==> src/common/ring_node_macros.svh <==
`ifndef RING_NODE_MACROS_SVH
`define RING_NODE_MACROS_SVH

// phase error and control code widths
`define RN_ERR_W        5
`define RN_CC_W         5

// error combiner
`define RN_WEIGHT_W     4
`define RN_WEIGHT_SHIFT 3   // divides the weighted sum by 8

// loop filter gains, unsigned fixed point
`define RN_KP_W         6
`define RN_KP_FRAC      5
`define RN_KI_W         8
`define RN_KI_FRAC      7

// oscillator
`define RN_BIAS         15  // centre frequency select
`define RN_ACC_W        8

// lock detection
`define RN_LOCK_TOL     1
`define RN_LOCK_COUNT   8

`endif

==> src/common/ring_node_pkg.sv <==
package ring_node_pkg;

    `include "ring_node_macros.svh"

    // signed phase error in fpga_clk_i cycles
    typedef logic signed [`RN_ERR_W-1:0] phase_err_t;

    // signed control code, subtracted from the bias in the oscillator
    typedef logic signed [`RN_CC_W-1:0] dco_code_t;

    typedef enum logic [1:0] {
        NODE_IDLE,
        NODE_ACQUIRE,
        NODE_LOCKED
    } node_state_e;

endpackage

==> src/hw/phase_detector.sv <==
`timescale 1ns/1ps

`include "ring_node_macros.svh"

module phase_detector (
    input  logic                      fpga_clk_i,
    input  logic                      rst_i,
    input  logic                      reference_i,
    input  logic                      generated_i,
    output ring_node_pkg::phase_err_t error_o
);
    import ring_node_pkg::*;

    localparam int ERR_MAX = 2**(`RN_ERR_W-1) - 1;
    localparam int CNT_MAX = 2**(`RN_ERR_W-1);    // magnitude of the most negative error

    logic                ref_q;
    logic                gen_q;
    logic                ref_rise;
    logic                gen_rise;
    logic                busy_q;      // first edge seen, waiting for the second
    logic                ref_first_q; // reference arrived first, generated is late
    logic [`RN_ERR_W-1:0] cnt_q;
    logic                second_edge;
    phase_err_t          diff;

    assign ref_rise = reference_i & ~ref_q;
    assign gen_rise = generated_i & ~gen_q;

    assign second_edge = busy_q && (ref_first_q ? gen_rise : ref_rise);

    // signed result from the elapsed count
    always_comb begin
        int mag;
        mag = int'(cnt_q);
        if (ref_first_q) begin
            diff = phase_err_t'((mag > ERR_MAX) ? ERR_MAX : mag);
        end else begin
            diff = phase_err_t'(-mag);
        end
    end

    always_ff @(posedge fpga_clk_i) begin
        if (rst_i) begin
            ref_q       <= 1'b0;
            gen_q       <= 1'b0;
            busy_q      <= 1'b0;
            ref_first_q <= 1'b0;
            cnt_q       <= '0;
            error_o     <= '0;
        end else begin
            ref_q <= reference_i;
            gen_q <= generated_i;
            if (!busy_q) begin
                if (ref_rise && gen_rise) begin
                    error_o <= '0; // edges coincide
                end else if (ref_rise || gen_rise) begin
                    busy_q      <= 1'b1;
                    ref_first_q <= ref_rise;
                    cnt_q       <= 1;
                end
            end else if (second_edge) begin
                error_o <= diff;
                busy_q  <= 1'b0;
            end else if (int'(cnt_q) < CNT_MAX) begin
                cnt_q <= cnt_q + 1'b1; // saturate at the error range
            end
        end
    end

endmodule

==> src/hw/error_combiner.sv <==
`timescale 1ns/1ps

`include "ring_node_macros.svh"

module error_combiner (
    input  logic                      fpga_clk_i,
    input  logic                      rst_i,
    input  logic [`RN_WEIGHT_W-1:0]   weight_0_i,
    input  logic [`RN_WEIGHT_W-1:0]   weight_1_i,
    input  logic [`RN_WEIGHT_W-1:0]   weight_2_i,
    input  logic [`RN_WEIGHT_W-1:0]   weight_3_i,
    input  ring_node_pkg::phase_err_t error_0_i,
    input  ring_node_pkg::phase_err_t error_1_i,
    input  ring_node_pkg::phase_err_t error_2_i,
    input  ring_node_pkg::phase_err_t error_3_i,
    output ring_node_pkg::phase_err_t error_comb_o
);
    import ring_node_pkg::*;

    // room for four full-scale products
    localparam int SUM_W   = `RN_ERR_W + `RN_WEIGHT_W + 3;
    localparam int ERR_MAX = 2**(`RN_ERR_W-1) - 1;
    localparam int ERR_MIN = -(2**(`RN_ERR_W-1));

    logic signed [SUM_W-1:0] sum;
    logic signed [SUM_W-1:0] scaled;
    phase_err_t              comb_d;

    // signed error times unsigned weight
    function automatic logic signed [SUM_W-1:0] weigh(
        input phase_err_t            err,
        input logic [`RN_WEIGHT_W-1:0] w
    );
        logic signed [SUM_W-1:0] e_ext;
        logic signed [SUM_W-1:0] w_ext;
        e_ext = err;   // sign extended
        w_ext = w;     // zero extended
        return e_ext * w_ext;
    endfunction

    always_comb begin
        sum = weigh(error_0_i, weight_0_i) + weigh(error_1_i, weight_1_i)
            + weigh(error_2_i, weight_2_i) + weigh(error_3_i, weight_3_i);
        scaled = sum >>> `RN_WEIGHT_SHIFT;
        if (scaled > ERR_MAX) begin
            comb_d = phase_err_t'(ERR_MAX);
        end else if (scaled < ERR_MIN) begin
            comb_d = phase_err_t'(ERR_MIN);
        end else begin
            comb_d = phase_err_t'(scaled);
        end
    end

    always_ff @(posedge fpga_clk_i) begin
        if (rst_i) begin
            error_comb_o <= '0;
        end else begin
            error_comb_o <= comb_d;
        end
    end

endmodule

==> src/loop_filter/loop_filter.sv <==
`timescale 1ns/1ps

`include "ring_node_macros.svh"

module loop_filter (
    input  logic                      fpga_clk_i,
    input  logic                      rst_i,
    input  logic                      update_i,
    input  ring_node_pkg::phase_err_t error_i,
    input  logic [`RN_KP_W-1:0]       kp_i,
    input  logic [`RN_KI_W-1:0]       ki_i,
    output ring_node_pkg::dco_code_t  dco_cc_o
);
    import ring_node_pkg::*;

    // integrator keeps RN_KI_FRAC fraction bits below the code
    localparam int INT_W   = `RN_CC_W + `RN_KI_FRAC;
    localparam int CC_MAX  = 2**(`RN_CC_W-1) - 1;
    localparam int CC_MIN  = -(2**(`RN_CC_W-1));
    localparam int INT_MAX = ((CC_MAX + 1) * (2**`RN_KI_FRAC)) - 1;
    localparam int INT_MIN = CC_MIN * (2**`RN_KI_FRAC);

    logic signed [INT_W-1:0] integ_q;
    logic signed [INT_W-1:0] integ_d;
    dco_code_t               cc_d;

    always_comb begin
        int err_v;
        int integ_v;
        int prop_v;
        int sum_v;

        err_v   = int'(error_i);
        integ_v = int'(integ_q) + int'(ki_i) * err_v;
        if (integ_v > INT_MAX) begin
            integ_v = INT_MAX;
        end else if (integ_v < INT_MIN) begin
            integ_v = INT_MIN;
        end
        integ_d = INT_W'(integ_v);

        // arithmetic shifts floor toward minus infinity
        prop_v = (int'(kp_i) * err_v) >>> `RN_KP_FRAC;
        sum_v  = (integ_v >>> `RN_KI_FRAC) + prop_v;
        if (sum_v > CC_MAX) begin
            sum_v = CC_MAX;
        end else if (sum_v < CC_MIN) begin
            sum_v = CC_MIN;
        end
        cc_d = dco_code_t'(sum_v);
    end

    always_ff @(posedge fpga_clk_i) begin
        if (rst_i) begin
            integ_q  <= '0;
            dco_cc_o <= '0;
        end else if (update_i) begin
            integ_q  <= integ_d;
            dco_cc_o <= cc_d; // output uses the updated integrator
        end
    end

endmodule

==> src/hw/dco.sv <==
`timescale 1ns/1ps

`include "ring_node_macros.svh"

module dco (
    input  logic                     fpga_clk_i,
    input  logic                     rst_i,
    input  logic                     run_i,
    input  ring_node_pkg::dco_code_t cc_i,
    output logic                     gen_clk_o,
    output logic                     gen_div8_o
);

    localparam int ACC_W = `RN_ACC_W;
    localparam int MSB   = ACC_W - 1;

    logic [ACC_W-1:0] acc_q;
    logic [ACC_W-1:0] step;
    logic             msb_q;   // previous top bit for edge detection
    logic [2:0]       div_q;

    // frequency select, larger code means slower clock
    assign step = ACC_W'(`RN_BIAS - int'(cc_i) + 1);

    assign gen_clk_o  = acc_q[MSB];
    assign gen_div8_o = div_q[2];

    always_ff @(posedge fpga_clk_i) begin
        if (rst_i) begin
            acc_q <= '0;
            msb_q <= 1'b0;
            div_q <= '0;
        end else if (!run_i) begin
            acc_q <= '0; // stopped oscillator restarts from phase zero
            msb_q <= 1'b0;
            div_q <= '0;
        end else begin
            acc_q <= acc_q + step;
            msb_q <= acc_q[MSB];
            if (acc_q[MSB] && !msb_q) begin
                div_q <= div_q + 1'b1;
            end
        end
    end

endmodule

==> src/hw/node_ctrl.sv <==
`timescale 1ns/1ps

`include "ring_node_macros.svh"

module node_ctrl (
    input  logic                      fpga_clk_i,
    input  logic                      rst_i,
    input  logic                      enable_i,
    input  logic                      gen_div8_i,
    input  ring_node_pkg::phase_err_t error_i,
    output logic                      run_o,
    output logic                      update_o,
    output logic                      lock_o
);
    import ring_node_pkg::*;

    localparam int CNT_W = $clog2(`RN_LOCK_COUNT + 1);

    node_state_e      state_q;
    node_state_e      state_d;
    logic [CNT_W-1:0] close_cnt_q;
    logic [CNT_W-1:0] close_cnt_d;
    logic             div_q;
    logic             div_rise;
    logic             close;

    assign div_rise = gen_div8_i & ~div_q;

    always_comb begin
        int err_v;
        err_v = int'(error_i);
        close = (err_v <= `RN_LOCK_TOL) && (err_v >= -`RN_LOCK_TOL);
    end

    always_comb begin
        state_d     = state_q;
        close_cnt_d = close_cnt_q;
        case (state_q)
            NODE_IDLE: begin
                close_cnt_d = '0;
                if (enable_i) begin
                    state_d = NODE_ACQUIRE;
                end
            end
            NODE_ACQUIRE: begin
                if (update_o) begin
                    if (close) begin
                        close_cnt_d = close_cnt_q + 1'b1;
                        if (int'(close_cnt_d) >= `RN_LOCK_COUNT) begin
                            state_d = NODE_LOCKED;
                        end
                    end else begin
                        close_cnt_d = '0;
                    end
                end
            end
            NODE_LOCKED: begin
                if (update_o && !close) begin // a single large error drops lock
                    state_d     = NODE_ACQUIRE;
                    close_cnt_d = '0;
                end
            end
            default: state_d = NODE_IDLE;
        endcase
        if (!enable_i) begin
            state_d     = NODE_IDLE;
            close_cnt_d = '0;
        end
    end

    always_ff @(posedge fpga_clk_i) begin
        if (rst_i) begin
            state_q     <= NODE_IDLE;
            close_cnt_q <= '0;
            div_q       <= 1'b0;
            update_o    <= 1'b0;
        end else begin
            state_q     <= state_d;
            close_cnt_q <= close_cnt_d;
            div_q       <= gen_div8_i;
            update_o    <= div_rise && enable_i && (state_q != NODE_IDLE);
        end
    end

    assign run_o  = (state_q != NODE_IDLE);
    assign lock_o = (state_q == NODE_LOCKED); // moves with the filter output

endmodule

==> src/hw/ring_node.sv <==
`timescale 1ns/1ps

`include "ring_node_macros.svh"

module ring_node (
    input  logic                      fpga_clk_i,
    input  logic                      rst_i,
    input  logic                      enable_i,
    input  logic                      ref_left_i,
    input  logic                      ref_above_i,
    input  ring_node_pkg::phase_err_t error_right_i,
    input  ring_node_pkg::phase_err_t error_bottom_i,
    input  logic [`RN_KP_W-1:0]       kp_i,
    input  logic [`RN_KI_W-1:0]       ki_i,
    input  logic [`RN_WEIGHT_W-1:0]   weight_left_i,
    input  logic [`RN_WEIGHT_W-1:0]   weight_above_i,
    input  logic [`RN_WEIGHT_W-1:0]   weight_right_i,
    input  logic [`RN_WEIGHT_W-1:0]   weight_below_i,
    output logic                      gen_clk_o,
    output logic                      gen_div8_o,
    output ring_node_pkg::phase_err_t error_left_o,
    output ring_node_pkg::phase_err_t error_above_o,
    output ring_node_pkg::dco_code_t  dco_cc_o,
    output logic                      lock_o
);
    import ring_node_pkg::*;

    phase_err_t error_comb;
    logic       run;
    logic       update;

    // divided clock is the reference seen by the neighbours
    phase_detector pdet_left (
        .fpga_clk_i  (fpga_clk_i),
        .rst_i       (rst_i),
        .reference_i (ref_left_i),
        .generated_i (gen_div8_o),
        .error_o     (error_left_o)
    );

    phase_detector pdet_above (
        .fpga_clk_i  (fpga_clk_i),
        .rst_i       (rst_i),
        .reference_i (ref_above_i),
        .generated_i (gen_div8_o),
        .error_o     (error_above_o)
    );

    // zero weight removes a missing neighbour
    error_combiner combiner (
        .fpga_clk_i   (fpga_clk_i),
        .rst_i        (rst_i),
        .weight_0_i   (weight_above_i),
        .weight_1_i   (weight_left_i),
        .weight_2_i   (weight_right_i),
        .weight_3_i   (weight_below_i),
        .error_0_i    (error_above_o),
        .error_1_i    (error_left_o),
        .error_2_i    (error_right_i),
        .error_3_i    (error_bottom_i),
        .error_comb_o (error_comb)
    );

    node_ctrl ctrl (
        .fpga_clk_i (fpga_clk_i),
        .rst_i      (rst_i),
        .enable_i   (enable_i),
        .gen_div8_i (gen_div8_o),
        .error_i    (error_comb),
        .run_o      (run),
        .update_o   (update),
        .lock_o     (lock_o)
    );

    loop_filter filter (
        .fpga_clk_i (fpga_clk_i),
        .rst_i      (rst_i),
        .update_i   (update),
        .error_i    (error_comb),
        .kp_i       (kp_i),
        .ki_i       (ki_i),
        .dco_cc_o   (dco_cc_o)
    );

    dco osc (
        .fpga_clk_i (fpga_clk_i),
        .rst_i      (rst_i),
        .run_i      (run),
        .cc_i       (dco_cc_o),
        .gen_clk_o  (gen_clk_o),
        .gen_div8_o (gen_div8_o)
    );

endmodule

==> config.mk <==
export PLATFORM = sky130hd
export DESIGN_NAME = ring_node
export DESIGN_NICKNAME = d
export VERILOG_FILES = /design/src/common/ring_node_pkg.sv /design/src/hw/phase_detector.sv /design/src/hw/error_combiner.sv /design/src/loop_filter/loop_filter.sv /design/src/hw/dco.sv /design/src/hw/node_ctrl.sv /design/src/hw/ring_node.sv
export VERILOG_INCLUDE_DIRS = /design/src /design/src/common
export SDC_FILE = /design/constraint.sdc
export NUM_CORES = 1
export LEC_CHECK = 0
export BUFFER_PORTS_ARGS = -buffer_cell sky130_fd_sc_hd__buf_4
export CAP_MARGIN = 20
export CELL_PAD_IN_SITES_DETAIL_PLACEMENT = 0
export CELL_PAD_IN_SITES_GLOBAL_PLACEMENT = 1
export CORE_UTILIZATION = 49
export CTS_CLUSTER_DIAMETER = 120
export DETAILED_ROUTE_END_ITERATION = 7
export GPL_TIMING_DRIVEN = 0
export PLACE_DENSITY = 0.94
export SLEW_MARGIN = 20
export SYNTH_ARGS = -nofsm -noshare
export SYNTH_HDL_FRONTEND = slang
export SYNTH_SLANG_ARGS = --single-unit
export TNS_END_PERCENT = 5
==> constraint.sdc <==
create_clock -name fpga_clk_i -period 11.6 [get_ports fpga_clk_i]
set_clock_uncertainty 0.1 [all_clocks]
set_input_delay 1.74 -clock fpga_clk_i [delete_from_list [all_inputs] [get_ports fpga_clk_i]]
set_output_delay 1.74 -clock fpga_clk_i [all_outputs]
set_load 0.02 [all_outputs]
==> results of run 1 <==
## per-stage QoR
| step | power (uW) | cells | utilization | cell area, um2 |
|---|---|---|---|---|
| CTS | 2440 | 1619 | 0.560 | 11900 |
| global placement | 2080 | 1603 | 0.544 | 11600 |
| global route | 2730 | 1619 | 0.560 | 11900 |
| finish | 2420 | 1619 | 0.560 | 11900 |
| floorplan | 1750 | 1266 | - | 10800 |
| detailed placement | 2120 | 1603 | 0.544 | 11600 |
## routing by layer
metal / share of wire / wire (um) / up-vias
li1: - / - / 4251
met1: 0.49 / 10600 / 4055
met2: 0.46 / 9970 / 134
met3: 0.044 / 968 / 21
met4: 0.015 / 318 / 0
met5: 0 / 0 / -
## placed cells by master, fill, tap and decap left out, drive strengths merged, types with 4 or more instances in the layout
master and n:
o221ai 7, a21oi 63, nor3b 4, and3 8
buf 67, xor2 21, a41oi 4, inv 244
o21bai 10, a311oi 8, clkinv 4, nand2b 18
o21ai 31, ha 155, nor2 85, and2 89
nand4 4, a211oi 12, o211ai 6, mux2i 13
o21a 5, nand2 93, nor2b 11, dfxtp 68
fa 122, a211o 4, clkbuf 33, nand3 16
a21o 24, xnor2 44, nor3 21
## power breakdown
| part | leakage [uW] | switching, uW | total, uW | internal (uW) |
|---|---|---|---|---|
| clock | 0.000156 | 111 | 300 | 189 |
| sequential | 0.000552 | 18.6 | 268 | 250 |
| combinational | 0.00536 | 1060 | 1850 | 788 |
## final cells by class
| cell class | instances | area (um2) |
|---|---|---|
| multi-input combinational | 925 | 8400 |
| fill | 1974 | 9400 |
| buffer | 29 | 143 |
| clock buffer | 9 | 225 |
| inverter | 244 | 916 |
| tap | 275 | 344 |
| timing repair buffer | 62 | 465 |
| clock inverter | 7 | 98.8 |
| sequential | 68 | 1360 |
## cells by family after synthesis
logic type | count (synthesis)
AND/OR/NAND/NOR | 365
AO/OA/AOI/OAI | 204
multiplexers | 14
adder cells (fa/ha/maj) | 277
flip-flops | 68
buffers and inverters | 273
XOR/XNOR | 65
## worst max-delay path, delay by kind of cell
kind | cells | cell delay (ps)
and+or+nand+nor | 6 | 840
adders and majority gates | 7 | 3580
AOI/OAI and AO/OA | 12 | 2780
buffers and inverters | 4 | 310
xor gates and xnor gates | 1 | 210
## state kept, by name, summed over array words and instances (netlist names), 2 cells and up
signal / flops
filter.integ_q: 12
combiner.error_comb_o: 5
ctrl.state_q: 2
pdet_above.error_o: 5
pdet_left.error_o: 5
ctrl.close_cnt_q: 4
osc.div_q: 3
pdet_above.cnt_q: 5
filter.dco_cc_o: 5
pdet_left.cnt_q: 5
osc.acc_q: 8
## path summary, 6_finish.rpt
kind / start / to / slack [ps] / cells after the start
worst max-delay path: ki_i[0] / filter.dco_cc_o[0] / 2270 / 30
worst min-delay path: ctrl.close_cnt_q[3] / ctrl.close_cnt_q[3] / 380 / 2
worst min register to register: ctrl.close_cnt_q[3] / ctrl.close_cnt_q[3] / 380 / 2
worst max register to register: combiner.error_comb_o[4] / filter.dco_cc_o[0] / 2670 / 29
==> flow_summary.ini, run 1 <==
[timing]
relSlewSlack = 0.530
fin_tns_setup_ps = 0
setup_viol = 0
hold-worst-slack_ps = 385
period_minus_slack_ps = 9330
fin_ws_ps = 2270
rsz0062_at_grt = no
tightestPinTransition_ps = 705
maxSlewViolCount = 0
max_clock_freq_mhz = 107
hold_viol = 0
finalCritPeriodShare = 0.804

[yosys]
synth.net_count = 1588
synth.largest_area_cell = fa_1
ys_async_sr_fraction = 0
synth-simple-area-share = 0.169
synth_common_cells = inv_1 (242), ha_1 (155), fa_1 (122)
synth.most_common_cell = inv_1
synth_area_mm2 = 0.0108
synth_ff_type = dfxtp_1
synth_seq_cells = 68
syn_area_per_cell_um2 = 8.54
synth_cell_types = 72
synth-edff-count = 0
synth_top_family_by_area = adder cells
synth.area.mux_share = 0.0131
yosysSeqAreaShare = 0.126
synth_compound_area_frac = 0.137
synthCells = 1266
synth_top_area_share = 0.226
synthAdderAreaFrac = 0.405
yosys.area_share.xor_xnor = 0.0526
synth_warnings = 0
synth_area_leaders = fa_1 (23%), ha_1 (18%), dfxtp_1 (13%)

[cts]
clock_latency_ps = 340
hold_buffers = 0
cts_buffer_depth = 2
cts-root-buf = clkbuf_16
cts_resized = 0
cts_setup_buffers = 0
clk_pin_slew_ps = 60
h-tree-depth = 3
clock-sinks = 68
tritoncts = yes
cts-buffers-inserted = 9

[critical_path]
crit_path_top_delay_cell = fa_1
crit_top_cell = fa_1
arrival_ps = 9480
timing.critical_path.slowest_cell_delay_ps = 540
path_max_fanout = 9
worstPathRequired_ps = 11750
criticalPathCategory = in -> reg
cp-end-kind = register
cp-start-kind = primary input

[worst_hold_path]
hp-class = reg -> reg

[status]
outcome = finished, final reports clean

[floorplan]
core_mm2 = 0.0214
io_pins = 63
initial_core_util = 0.507
die_area_mm2 = 0.0227
die_h_um = 151
dieWidth_um = 151
row_count = 53

[global_route]
grt_pass1_wl_mm = 38.9
grtUsageTotal = 0.214
grt_pass1_vias = 8497
use_met2 = 0.357
grt.busiest_layer = met2
antenna_found_initial = 0
gr-usage-met3 = 0.0291
grt_overflow = 0
grt_max_degree = 14
grt_util_met1 = 0.290

[route]
vias = 8461
dr.pass1.iters = 5
drc_errors = 0
drt-wirelength-per-cell_um = 13.5
vias_per_cell = 5.23
drt-total-wl_mm = 21.9
postRouteAntennaNets = 0
drt_iter0_drc = 281

[power_and_ir_drop]
ir_drop_mv = 0.143
p_per_area_mw_per_mm2 = 203
leakage_uw = 0.00607

[finish]
n_antenna_cell = 0
final_nets = 1661
layout-drive-gt1-share = 0.0818
syn_to_final_growth_pct = 10.5

[run]
maxCapViolations = 0

[placement]
gp_congestion = 0.883
dp_slack_ps = 1910
dp_hpwl_mm = 18.4
port_buffers = 62
No activity file was read; power rests on OpenSTA's default activity.
==> inputs of run 2 (changes only) <==
--- a/config.mk
+++ b/config.mk
@@ -10,11 +10,11 @@
 export CAP_MARGIN = 20
 export CELL_PAD_IN_SITES_DETAIL_PLACEMENT = 0
 export CELL_PAD_IN_SITES_GLOBAL_PLACEMENT = 1
-export CORE_UTILIZATION = 49
+export CORE_UTILIZATION = 44
 export CTS_CLUSTER_DIAMETER = 120
 export DETAILED_ROUTE_END_ITERATION = 7
 export GPL_TIMING_DRIVEN = 0
-export PLACE_DENSITY = 0.94
+export PLACE_DENSITY = 0.9
 export SLEW_MARGIN = 20
 export SYNTH_ARGS = -nofsm -noshare
 export SYNTH_HDL_FRONTEND = slang
==> constraint.sdc (replaced) <==
create_clock -name fpga_clk_i -period 7.8 [get_ports fpga_clk_i]
set_clock_uncertainty 0.1 [all_clocks]
set_input_delay 1.17 -clock fpga_clk_i [delete_from_list [all_inputs] [get_ports fpga_clk_i]]
set_output_delay 1.17 -clock fpga_clk_i [all_outputs]
set_load 0.02 [all_outputs]
==> run 2 against run 1 <==
Compared with the run above: the flow now finishes with violations (negative setup slack); sequential power increased by 50%; non-clock buffer count increased by 11; sequential share of layout area decreased by 0.33 points; critical path type unchanged; global-route usage decreased by 2.5 points; register-to-register slack got worse by 2600 ps; final area increased by 3.0%; clock-buffer cell count unchanged; clock power increased by 47%; combinational power increased by 69%; largest cell class unchanged; setup slack got worse by 2400 ps; via count about the same.
==> flow_summary.ini, run 2 (synthesis gave the netlist of run 1 again) <==
[power_and_ir_drop]
p_sw_uw = 1960
p_clk_frac = 0.112
intPower_uw = 2000
p_per_area_mw_per_mm2 = 322
leakage_uw = 0.00618
pwr-share-seq = 0.101
ir_drop_mv = 0.223
fin_total_pwr_uw = 3960
switching_share = 0.494
combPwrFrac = 0.787

[global_route]
grt.busiest_layer = met2
grtUsageTotal = 0.188
grt_pass1_vias = 8469
gr-usage-met3 = 0.0227
use_met2 = 0.311
grt_pass1_wl_mm = 39.6
grt_max_degree = 14
grt_overflow = 0
grt_util_met1 = 0.265
antenna_found_initial = 0

[finish]
layout-drive-gt1-share = 0.116
largest_reg_flops = 12
layout_common_cells = inv_1 (241), ha_1 (150), fa_1 (120)
reg.largest.list = filter.integ_q: 12 flops, osc.acc_q: 8 flops
final_common_cell = inv_1
final_nets = 1672
multi_input_area_mm2 = 0.00861
top_register = filter.integ_q
syn_to_final_growth_pct = 13.8
filler_cell_count = 2328
seq_area_mm2 = 0.00136
n_antenna_cell = 0

[timing]
relSlewSlack = 0.566
tightestPinTransition_ps = 651
fin_ws_ps = -82.6
setup_viol = 4
max_clock_freq_mhz = 127
period_minus_slack_ps = 7880
fin_tns_setup_ps = -229
maxSlewViolCount = 0
rsz0062_at_grt = yes
hold_viol = 0
finalCritPeriodShare = 1.01

[route]
drt-total-wl_mm = 22.4
drt_iter0_drc = 356
vias = 8456
postRouteAntennaNets = 0
drc_errors = 0
vias_per_cell = 5.04
drt-wirelength-per-cell_um = 13.4
dr.pass1.iters = 4

[floorplan]
die_h_um = 159
initial_core_util = 0.446
row_count = 57
io_pins = 63
core_mm2 = 0.0242
die_area_mm2 = 0.0252
dieWidth_um = 159

[critical_path]
criticalPathCategory = in -> reg
arrival_ps = 8030
cp-end-kind = register
cp-start-kind = primary input
crit_top_cell = fa_1
worstPathRequired_ps = 7950
path_max_fanout = 5
crit_path_top_delay_cell = fa_1
timing.critical_path.slowest_cell_delay_ps = 540

[status]
violations = negative setup slack
outcome = finished, violations left

[cts]
hold_buffers = 0
tritoncts = yes
h-tree-depth = 3
cts_buffer_depth = 2
clock_latency_ps = 340
clk_pin_slew_ps = 60
clock-sinks = 68
cts-root-buf = clkbuf_16
cts-buffers-inserted = 9

[run]
maxCapViolations = 0

[placement]
port_buffers = 62
dp_hpwl_mm = 18.6
gp_congestion = 0.844

[worst_hold_path]
hp-class = reg -> reg
run 2: cell types whose count changed in the layout (fill, tap and decap cells not counted), sizes merged:
cell / delta
buf: +11
inv: +2
clkinv: -2
run 2: critical path: cells and delay by family:
family	cells	cell delay [ps]
buffers and inverters	5	450
and+or+nand+nor	5	610
adders and majority gates	7	3150
AOI/OAI and AO/OA	12	2640
run 2: per-layer routing:
metal / routed length [um] / share of wire
met5: 0 / 0
met4: 241 / 0.011
met3: 771 / 0.034
met2: 10400 / 0.46
met1: 11000 / 0.49
run 2: worst paths after layout:
| path | from | to | slack [ps] | depth (start not counted) |
|---|---|---|---|---|
| max | ki_i[0] | filter.dco_cc_o[3] | -80 | 29 |
| min | osc.acc_q[7] | osc.msb_q | 390 | 2 |
| max reg2reg | combiner.error_comb_o[2] | filter.dco_cc_o[3] | 70 | 29 |
| min reg2reg | osc.acc_q[7] | osc.msb_q | 390 | 2 |
run 2: power by group through the flow:
stage / registers (uW) / logic (uW) / clock network (uW)
2_1_floorplan: 395 / 2260 / 0
6_report: 402 / 3120 / 442
4_1_cts: 402 / 2960 / 449
5_1_grt: 405 / 3560 / 466
3_3_place_gp: 408 / 2770 / 0
3_5_place_dp: 408 / 2840 / 0
run 2: stage by stage:
step | hold slack (ps) | cell area, um2 | std cells | setup slack, ps | util
5_1_grt | 414 | 12300 | 1679 | -382 | 0.508
2_1_floorplan | 342 | 10900 | 1266 | 4.46 | -
4_1_cts | 389 | 12300 | 1679 | -7.21 | 0.505
6_report | 386 | 12300 | 1679 | -82.6 | 0.508
3_5_place_dp | 380 | 11800 | 1652 | -701 | 0.485
3_3_place_gp | 365 | 11800 | 1652 | -611 | 0.485
run 2: layout make-up:
type                       instances  share of cell area
buffer                            29              0.0119
clock buffer                       9              0.0183
clock inverter                     7             0.00803
inverter                         244              0.0746
multi-input combinational        925               0.699
sequential                        68               0.111
tap                              324              0.0329
timing repair buffer              73              0.0445
run 2: what timing repair did:
action / 4_1_cts / 5_1_grt
pin swaps: 26 / 1
gates cloned: 0 / 0
resized for setup: 22 / 12
setup endpoints to repair: 6 / 8
buffers inserted: 11 / 0
endpoints found under the hold margin: 0 / 0
==> inputs of run 3 (changes only) <==
--- a/config.mk
+++ b/config.mk
@@ -6,15 +6,17 @@
 export SDC_FILE = /design/constraint.sdc
 export NUM_CORES = 1
 export LEC_CHECK = 0
-export BUFFER_PORTS_ARGS = -buffer_cell sky130_fd_sc_hd__buf_4
 export CAP_MARGIN = 20
 export CELL_PAD_IN_SITES_DETAIL_PLACEMENT = 0
 export CELL_PAD_IN_SITES_GLOBAL_PLACEMENT = 1
-export CORE_UTILIZATION = 44
+export CORE_UTILIZATION = 46
 export CTS_CLUSTER_DIAMETER = 120
 export DETAILED_ROUTE_END_ITERATION = 7
+export DONT_BUFFER_PORTS = 1
 export GPL_TIMING_DRIVEN = 0
+export HOLD_SLACK_MARGIN = 0.02
 export PLACE_DENSITY = 0.9
+export SETUP_SLACK_MARGIN = 0.02
 export SLEW_MARGIN = 20
 export SYNTH_ARGS = -nofsm -noshare
 export SYNTH_HDL_FRONTEND = slang
==> run 3 against run 2 <==
Compared with the run above: the flow still finishes with violations (negative setup slack); routed wire length down 1.2%; power hardly changed; die area is 4.3% lower; fmax is 0.77% higher; first-iteration DRC count decreased by 5.1%; sequential share of layout area grew 0.39 points; setup slack improved by 60 ps; via count fell by 3.5%; critical path depth unchanged; hold slack gained 7.1 ps; global-route usage increased by 0.90 points; final cell count is 4.2% lower; critical path type unchanged; critical endpoint is now filter.dco_cc_o[0]; highest routed layer unchanged.
==> flow_summary.ini, run 3 (synthesis gave the netlist of run 1 again) <==
[cts]
tritoncts = yes
h-tree-depth = 3
clock-sinks = 68
cts-buffers-inserted = 9
clk_pin_slew_ps = 60
clock_latency_ps = 340
cts_buffer_depth = 2
cts-root-buf = clkbuf_16

[timing]
tightestPinTransition_ps = 670
max_clock_freq_mhz = 128
finalCritPeriodShare = 1.00
hold-worst-slack_ps = 393
relSlewSlack = 0.553
period_minus_slack_ps = 7820
setup_viol = 2
rsz0062_at_grt = yes
hold_viol = 0
fin_ws_ps = -22.2
fin_tns_setup_ps = -37.3
maxSlewViolCount = 0

[power_and_ir_drop]
intPower_uw = 2020
ir_drop_mv = 0.169
pwr-share-seq = 0.102
leakage_uw = 0.00588
switching_share = 0.490
p_sw_uw = 1940
p_per_area_mw_per_mm2 = 333
combPwrFrac = 0.787
p_clk_frac = 0.111

[global_route]
grt_pass1_vias = 8348
grtUsageTotal = 0.197
grt_max_degree = 14
antenna_found_initial = 0
grt_overflow = 0
grt_pass1_wl_mm = 38.8

[route]
dr.pass1.iters = 5
drt-total-wl_mm = 22.2
vias_per_cell = 5.07
drt-wirelength-per-cell_um = 13.8
drc_errors = 0
highest_layer = met4
postRouteAntennaNets = 0
wl_met3_mm = 1.03
met1_length_mm = 10.5
drt_iter0_drc = 338
vias = 8159
route.met2.wl_mm = 10.4

[floorplan]
die_h_um = 155
row_count = 55
io_pins = 63
initial_core_util = 0.473
dieWidth_um = 155
die_area_mm2 = 0.0241
core_mm2 = 0.0228

[status]
outcome = finished, violations left
violations = negative setup slack

[critical_path]
criticalPathCategory = in -> reg
timing.critical_path.slowest_cell_delay_ps = 550
crit_top_cell = fa_1
cp-start-kind = primary input
path_max_fanout = 5
crit_path_top_delay_cell = fa_1
arrival_ps = 7970
cp-end-kind = register
worstPathRequired_ps = 7950

[finish]
final_common_cell = inv_1
layout_common_cells = inv_1 (239), ha_1 (149), fa_1 (120)
top_register = filter.integ_q
layout-drive-gt1-share = 0.0780
n_antenna_cell = 0
final_nets = 1612
fin_area_mm2 = 0.0119
syn_to_final_growth_pct = 10.1
largest_reg_flops = 12
reg.largest.list = filter.integ_q: 12 flops, osc.acc_q: 8 flops

[placement]
place_area_mm2 = 0.0113
dp_hpwl_mm = 18.6
port_buffers = 0
gp_congestion = 0.825

[run]
maxCapViolations = 0

[worst_hold_path]
hp-class = reg -> reg
[run 3: cell count changes in the layout (fill, tap and decap cells not counted), moves of 2 or more]
cell,change
buf_4,-61
ha_4,+3
a211oi_2,-2
clkbuf_4,+2
clkinv_4,+2
ha_2,-2
inv_1,-2
inv_2,+2
[run 3: worst max-delay path, delay by kind of cell]
kind                       cells  cell delay, ps
buffers and inverters          4             320
xor gates and xnor gates       1             200
adders and majority gates      7            3190
and+or+nand+nor                5             610
AOI/OAI and AO/OA             12            2480
[run 3: per-layer routing]
layer | track usage | up-vias
li1 | - | 4149
met1 | 0.266 | 3871
met2 | 0.333 | 118
met3 | 0.0331 | 21
met4 | 0.0387 | 0
met5 | 0 | -
[run 3: what timing repair did]
action,4_1_cts,5_1_grt
gates resized for setup,16,29
buffers inserted,6,7
hold buffers,0,0
pin swaps,10,36
endpoints found under the hold margin,0,0
setup endpoints to repair,4,8
[run 3: per-stage QoR]
step                power, uW  instances   util  worst slack [ps]
global placement         3150       1579  0.493              -508
detailed placement       3200       1579  0.493              -627
CTS                      3730       1601  0.513              39.7
global route             4420       1608  0.521              -271
finish                   3960       1608  0.521             -22.2
floorplan                2660       1266      -              51.7
[run 3: cell type report]
class                           instances  area, um2
Fill cell                            2135      10900
Multi-Input combinational cell        925       8650
Sequential cell                        68       1360
Inverter                              244        921
Tap cell                              313        392
Clock buffer                            9        225
Buffer                                 29        153
Timing Repair Buffer                   13        101
Clock inverter                          7       98.8
[run 3: final timing paths]
check                           start             endpoint  slack, ps  cells past startpoint
max reg2reg  combiner.error_comb_o[2]   filter.dco_cc_o[0]         40                     30
min               ctrl.close_cnt_q[3]  ctrl.close_cnt_q[3]        390                      2
min reg2reg       ctrl.close_cnt_q[3]  ctrl.close_cnt_q[3]        390                      2
max                           ki_i[0]   filter.dco_cc_o[0]        -20                     29
[run 3: power by group through the flow]
stage | Sequential [uW] | Combinational, uW | Clock (uW)
5_1_grt | 407 | 3550 | 466
6_report | 404 | 3120 | 439
4_1_cts | 403 | 2880 | 452
3_5_place_dp | 410 | 2790 | 0
3_3_place_gp | 409 | 2740 | 0
2_1_floorplan | 395 | 2260 | 0
